==> src/include/mem_settings.svh <==
`ifndef MEM_SETTINGS_SVH
`define MEM_SETTINGS_SVH

// Data word and cache line widths
`define XLEN                32
`define LINE_WIDTH          128
`define LINE_WORDS          (`LINE_WIDTH / `XLEN)

// Byte address space of main memory
`define MEM_ADDR_WIDTH      16
`define MEM_WORDS           (2 ** (`MEM_ADDR_WIDTH - 2))

// Offsets inside a line: 16 bytes, 4 words
`define LINE_OFFSET_WIDTH   4
`define WORD_OFFSET_WIDTH   2

// Cache geometry, line count is a power of two
`define DCACHE_LINES        16
`define DCACHE_INDEX_WIDTH  ($clog2(`DCACHE_LINES))
`define DCACHE_TAG_WIDTH    (`MEM_ADDR_WIDTH - `DCACHE_INDEX_WIDTH - `LINE_OFFSET_WIDTH)

`endif

==> src/source/mem_pkg.sv <==
`default_nettype none

`include "mem_settings.svh"

package mem_pkg;

    typedef logic [`MEM_ADDR_WIDTH-1:0]   addr_t;
    typedef logic [`XLEN-1:0]             word_t;
    typedef logic [`LINE_WIDTH-1:0]       line_t;
    typedef logic [3:0]                   sel_t;
    typedef logic [`DCACHE_TAG_WIDTH-1:0] tag_t;

    // Load/store unit request into the data cache
    typedef struct packed {
        logic  req;
        logic  w_en;
        sel_t  sel_byte;
        addr_t addr;
        word_t w_data;
    } type_lsu2dcache_s;

    typedef struct packed {
        logic  ack;
        word_t r_data;
    } type_dcache2lsu_s;

    // Line transfer request, addr is line aligned
    typedef struct packed {
        logic  req;
        logic  w_en;
        addr_t addr;
        line_t w_data;
    } type_cache2mem_s;

    typedef struct packed {
        logic  ack;
        line_t r_data;
    } type_mem2cache_s;

    // Cache controller states
    typedef enum logic [1:0] {
        idle,
        write_back,
        refill,
        respond
    } dcache_state_e;

endpackage : mem_pkg

`default_nettype wire

==> src/source/dcache.sv <==
`timescale 1ns/1ps
`default_nettype none

`include "mem_settings.svh"

module dcache
    import mem_pkg::*;
(
    input  logic             clk,
    input  logic             rst_n,
    input  type_lsu2dcache_s lsu2dcache,
    output type_dcache2lsu_s dcache2lsu,
    output type_cache2mem_s  cache2mem,
    input  type_mem2cache_s  mem2cache
);

    // Line storage and per-line tag, valid and dirty
    line_t                    lines [`DCACHE_LINES];
    tag_t                     tags  [`DCACHE_LINES];
    logic [`DCACHE_LINES-1:0] valid;
    logic [`DCACHE_LINES-1:0] dirty;

    dcache_state_e state;
    dcache_state_e state_next;

    // Fields of the current core address
    tag_t                           req_tag;
    logic [`DCACHE_INDEX_WIDTH-1:0] index;
    logic [`WORD_OFFSET_WIDTH-1:0]  word_off;

    line_t cur_line;
    word_t cur_word;
    word_t merged_word;
    line_t merged_line;
    logic  hit;
    logic  victim_dirty;
    logic  refill_done;
    logic  store_done;

    assign req_tag  = lsu2dcache.addr[`MEM_ADDR_WIDTH-1 -: `DCACHE_TAG_WIDTH];
    assign index    = lsu2dcache.addr[`LINE_OFFSET_WIDTH +: `DCACHE_INDEX_WIDTH];
    assign word_off = lsu2dcache.addr[`LINE_OFFSET_WIDTH-1 -: `WORD_OFFSET_WIDTH];

    // Selected line and word
    assign cur_line = lines[index];
    assign cur_word = cur_line[word_off*`XLEN +: `XLEN];

    assign hit          = valid[index] && (tags[index] == req_tag);
    assign victim_dirty = valid[index] && dirty[index];

    assign refill_done = (state == refill) && mem2cache.ack;
    assign store_done  = (state == respond) && lsu2dcache.w_en;

    // Byte merge of the store data into the addressed word
    always_comb begin
        merged_word = cur_word;
        for (int b = 0; b < `XLEN / 8; b++) begin
            if (lsu2dcache.sel_byte[b]) begin
                merged_word[b*8 +: 8] = lsu2dcache.w_data[b*8 +: 8];
            end
        end
    end

    always_comb begin
        merged_line = cur_line;
        merged_line[word_off*`XLEN +: `XLEN] = merged_word;
    end

    // Controller next state
    always_comb begin
        state_next = state;
        case (state)
            idle: begin
                if (lsu2dcache.req) begin
                    if (hit) begin
                        state_next = respond;
                    end else if (victim_dirty) begin
                        state_next = write_back;
                    end else begin
                        state_next = refill;
                    end
                end
            end
            write_back: begin
                // Victim line accepted by memory, fetch the new one
                if (mem2cache.ack) begin
                    state_next = refill;
                end
            end
            refill: begin
                if (mem2cache.ack) begin
                    state_next = respond;
                end
            end
            respond: begin
                state_next = idle;
            end
            default: begin
                state_next = idle;
            end
        endcase
    end

    // Control state: FSM, valid and dirty bits
    always_ff @(posedge clk) begin
        if (!rst_n) begin
            state <= idle;
            valid <= '0;
            dirty <= '0;
        end else begin
            state <= state_next;
            if (refill_done) begin
                valid[index] <= 1'b1;
                dirty[index] <= 1'b0;
            end
            if (store_done) begin
                dirty[index] <= 1'b1;
            end
        end
    end

    // Line and tag arrays
    always_ff @(posedge clk) begin
        if (refill_done) begin
            lines[index] <= mem2cache.r_data;
            tags[index]  <= req_tag;
        end else if (store_done) begin
            lines[index] <= merged_line;
        end
    end

    // Memory side request, held by the state until memory acks
    always_comb begin
        cache2mem = '0;
        case (state)
            write_back: begin
                cache2mem.req    = 1'b1;
                cache2mem.w_en   = 1'b1;
                // Victim address rebuilt from the stored tag
                cache2mem.addr   = {tags[index], index, {`LINE_OFFSET_WIDTH{1'b0}}};
                cache2mem.w_data = cur_line;
            end
            refill: begin
                cache2mem.req  = 1'b1;
                cache2mem.addr = {req_tag, index, {`LINE_OFFSET_WIDTH{1'b0}}};
            end
            default: begin
                cache2mem.req = 1'b0;
            end
        endcase
    end

    // Core response is produced in respond only, for hits and misses alike
    always_comb begin
        dcache2lsu.ack    = (state == respond);
        dcache2lsu.r_data = (state == respond) ? cur_word : '0;
    end

    // Memory request must not move before it is answered
    mem_req_held: assert property (
        @(posedge clk) disable iff (!rst_n)
        cache2mem.req && !mem2cache.ack |=>
            cache2mem.req && $stable(cache2mem.addr) && $stable(cache2mem.w_en)
    ) else $error("dcache: memory request changed before ack");

    // No answer without a pending core request
    core_ack_with_req: assert property (
        @(posedge clk) disable iff (!rst_n)
        dcache2lsu.ack |-> lsu2dcache.req
    ) else $error("dcache: core ack without core request");

endmodule : dcache

`default_nettype wire

==> config.mk <==
export PLATFORM = sky130hd
export DESIGN_NAME = dcache
export DESIGN_NICKNAME = d
export VERILOG_FILES = /design/src/source/mem_pkg.sv /design/src/source/dcache.sv
export VERILOG_INCLUDE_DIRS = /design/src /design/src/include
export SDC_FILE = /design/constraint.sdc
export NUM_CORES = 2
export LEC_CHECK = 0
export ABC_CLOCK_PERIOD_IN_PS = 8020
export BUFFER_PORTS_ARGS = -buffer_cell sky130_fd_sc_hd__buf_2
export CORE_ASPECT_RATIO = 0.9
export CORE_MARGIN = 8
export CORE_UTILIZATION = 30
export DETAILED_ROUTE_END_ITERATION = 16
export PLACE_DENSITY = 0.45
export SYNTH_ARGS = -nofsm -noshare
export SYNTH_HDL_FRONTEND = slang
export SYNTH_SLANG_ARGS = --single-unit
==> constraint.sdc <==
create_clock -name clk -period 8.02 [get_ports clk]
set_input_delay 1.203 -clock clk [delete_from_list [all_inputs] [get_ports clk]]
set_output_delay 1.203 -clock clk [all_outputs]
set_load 0.1 [all_outputs]
==> results.tsv <==
metric	value	unit
status	finished, final reports clean	
cpMostUsedCell	mux4_2	
vias	46850	
grt_util_met2	30.35	%
post_cts_buffers	0	
final_cell_mix	edfxtp_1, mux4_2, buf_2, clkbuf_16, buf_4	
start_util	30.09	%
yosysWarningCount	0	
end_kind	output pin	
crit_chain	buf_8, buf_12, buf_4, mux4_2, mux4_2, o22ai_1, nor2_1, and2_1, buf_2	
antenna_found_initial	33	
power_leakage	33.16	nW
fp-row-count	189	
skew	0.07703	ns
cts_tree	done	
switching_share	26.90	%
post-route-period-util	80.72	%
die_h	531.3	um
core_area	294200	um^2
grt_pass1_vias	47910	
drt-pass1-iter-count	5	
holdCritPathClass	reg -> reg	
nets	4982	
cts_sinks	2210	
critPathSlowestCell	buf_8	
p_sw	0.007212	W
numCtsBuffers	238	
power_frac_clock	38.2	%
grt_pass1_wl	407600	um
wl	298500	um
fmax	154.5	MHz
grt_util_met3	3.133	%
clockBufferDepth	4	
ioPinCount	364	
post_drt_wl_per_cell	33.51	um
die_x	588.5	um
yosysSeqAreaShare	74.60	%
drt-vias-per-instance	5.260	
power_density	259.0	nW/um^2
n_fill_cell	27590	
finalSetupTns	0	ns
fin_crit	6.474	ns
ant_nets	0	
internal_power	0.01959	W
synthCells	4243	
crit_arrival	5.27	ns
setup_viol	0	
cts_htree_levels	4	
placedCellCount	8462	
final_common_cell	edfxtp_1	
crit_fanout	66	
worst_slew_pin_slew	1.317	ns
synth_edf_count	2176	
rsz0062_at_grt	no	
cts_resized	0	
grt_max_degree	109	
synth_cell_types	58	
pwr-share-comb	13.1	%
maxCapViolations	0	
layout-drive-gt1-share	32.37	%
clk_pin_slew_worst_paths	0.06	ns
ir_drop	197.1	uV
busiest_layer	met2	
drc	0	
power_frac_seq	48.7	%
grtUsageMet1	26.33	%
gp_congestion	0.7413	
io_buffers	357	
hpwlAfterDp	175400	um
worstSkewPairLatency	0.91	ns
syn_area_per_cell	20.86	um^2
synth_area	88500	um^2
hold_buffers	0	
holdWs	0.4619	ns
die_area	312700	um^2
hold_viol_final	0	
crit_type	in -> out	
slew_viol_final	0	
synthArstFlopShare	0	%
gr-total-overflow	0	
grt_use_total	18.61	%
post_layout_nonfiller_instances	8906	
drt-initial-drc-count	4555	
synthFlopType	edfxtp_1	
finalPower	0.02680	W
ys_seq_elements	2210	
critPathMaxStageDelay	0.66	ns
worstPathRequired	6.82	ns
slew_headroom	11.26	%
root_buffer	clkbuf_16	
cp-start-kind	primary input	
syn2layout_area_growth	16.94	%
cells by family (layout without fill, tap and decap cells):
group / after synthesis / count (layout) / synth area share, %
and+or+nand+nor: 463 / 463 / 2.365
muxes: 792 / 792 / 17.69
adders and majority gates: 10 / 10 / 0.1414
buffers and inverters: 287 / 1011 / 1.441
AOI/OAI and AO/OA: 470 / 470 / 3.664
DFF: 2210 / 2210 / 74.60
other: 1 / 25 / 0.004237
xor gates and xnor gates: 10 / 10 / 0.09895
final cells by class:
| class | count | area [um^2] | area share (%) |
|---|---|---|---|
| inverters | 17 | 73.82 | 0.07132 |
| well taps | 3915 | 4898 | 4.733 |
| repair buffers | 571 | 3874 | 3.743 |
| clock buffers | 304 | 6246 | 6.035 |
| clock inverters | 119 | 832.0 | 0.8039 |
| flip-flops and latches | 2210 | 66020 | 63.79 |
| diodes | 21 | 52.55 | 0.05077 |
| multi-input cells | 1749 | 21500 | 20.77 |
power groups by stage:
| stage | sequential (W) | combinational, W | clock, W |
|---|---|---|---|
| final | 0.0130 | 0.00352 | 0.0102 |
| after global routing | 0.0131 | 0.00368 | 0.0109 |
| after CTS | 0.0130 | 0.00358 | 0.0105 |
| after detailed placement | 0.0133 | 0.00357 | 0 |
| after global placement | 0.0133 | 0.00355 | 0 |
| after floorplan | 0.0133 | 0.00224 | 0 |
synthesized netlist by cell type (5+ instances only):
| library cell | n | share of area [%] |
|---|---|---|
| a21boi_0 | 16 | 0.14 |
| clkbuf_1 | 142 | 0.60 |
| o221ai_1 | 64 | 0.63 |
| or2_2 | 5 | 0.035 |
| ha_1 | 10 | 0.14 |
| buf_6 | 8 | 0.10 |
| xnor2_1 | 6 | 0.059 |
| o21ai_0 | 146 | 0.83 |
| buf_4 | 13 | 0.11 |
| o22ai_1 | 32 | 0.23 |
| nor2_1 | 144 | 0.61 |
| a2bb2oi_1 | 63 | 0.62 |
| o21a_1 | 16 | 0.14 |
| mux2_2 | 65 | 0.83 |
| nor2b_1 | 10 | 0.071 |
| nand2_1 | 179 | 0.76 |
| a22oi_1 | 72 | 0.61 |
| a21oi_1 | 35 | 0.20 |
| and2_1 | 105 | 0.74 |
| inv_1 | 16 | 0.068 |
| mux4_2 | 611 | 16 |
| or3_1 | 5 | 0.035 |
| dfxtp_1 | 34 | 0.77 |
| mux2i_1 | 116 | 1.3 |
| edfxtp_1 | 2176 | 74 |
| buf_1 | 36 | 0.15 |
| buf_2 | 71 | 0.40 |
worst max-delay path: cells and delay by family:
kind	cells	cell delay (ns)
and+or+nand+nor	2	0.59
muxes	2	1.10
buffers and inverters	4	1.68
AOI/OAI and AO/OA	1	0.57
layer usage:
metal	up-vias	routed length [um]	share of wire [%]
met5	-	66	0.022
met1	25990	133100	45
li1	18930	-	-
met2	1565	141100	47
met4	10	6739	2.3
met3	349	17470	5.9
final timing paths:
kind / start / end / slack [ns] / cells after the start
setup reg to reg: state[0] / lines[8][68] / 3.38 / 6
hold reg to reg: valid[9] / valid[9] / 0.46 / 1
setup / recovery: lsu2dcache[36] / dcache2lsu[17] / 1.55 / 9
hold / removal: valid[9] / valid[9] / 0.46 / 1
registers in the layout, indices dropped and copies added, names as in the netlist:
signal and cells:
lines 2048, tags 128, dirty 16, valid 16, state 2
per-stage QoR:
step	setup WS [ns]	cell area (um^2)	utilization [%]
3_3_place_gp	1.214	96370	32.76
3_5_place_dp	1.184	96370	32.76
2_1_floorplan	-0.1728	88520	-
4_1_cts	1.466	103400	35.17
6_report	1.546	103500	35.18
5_1_grt	1.414	103500	35.17
Power figures use the tool's default switching activity.
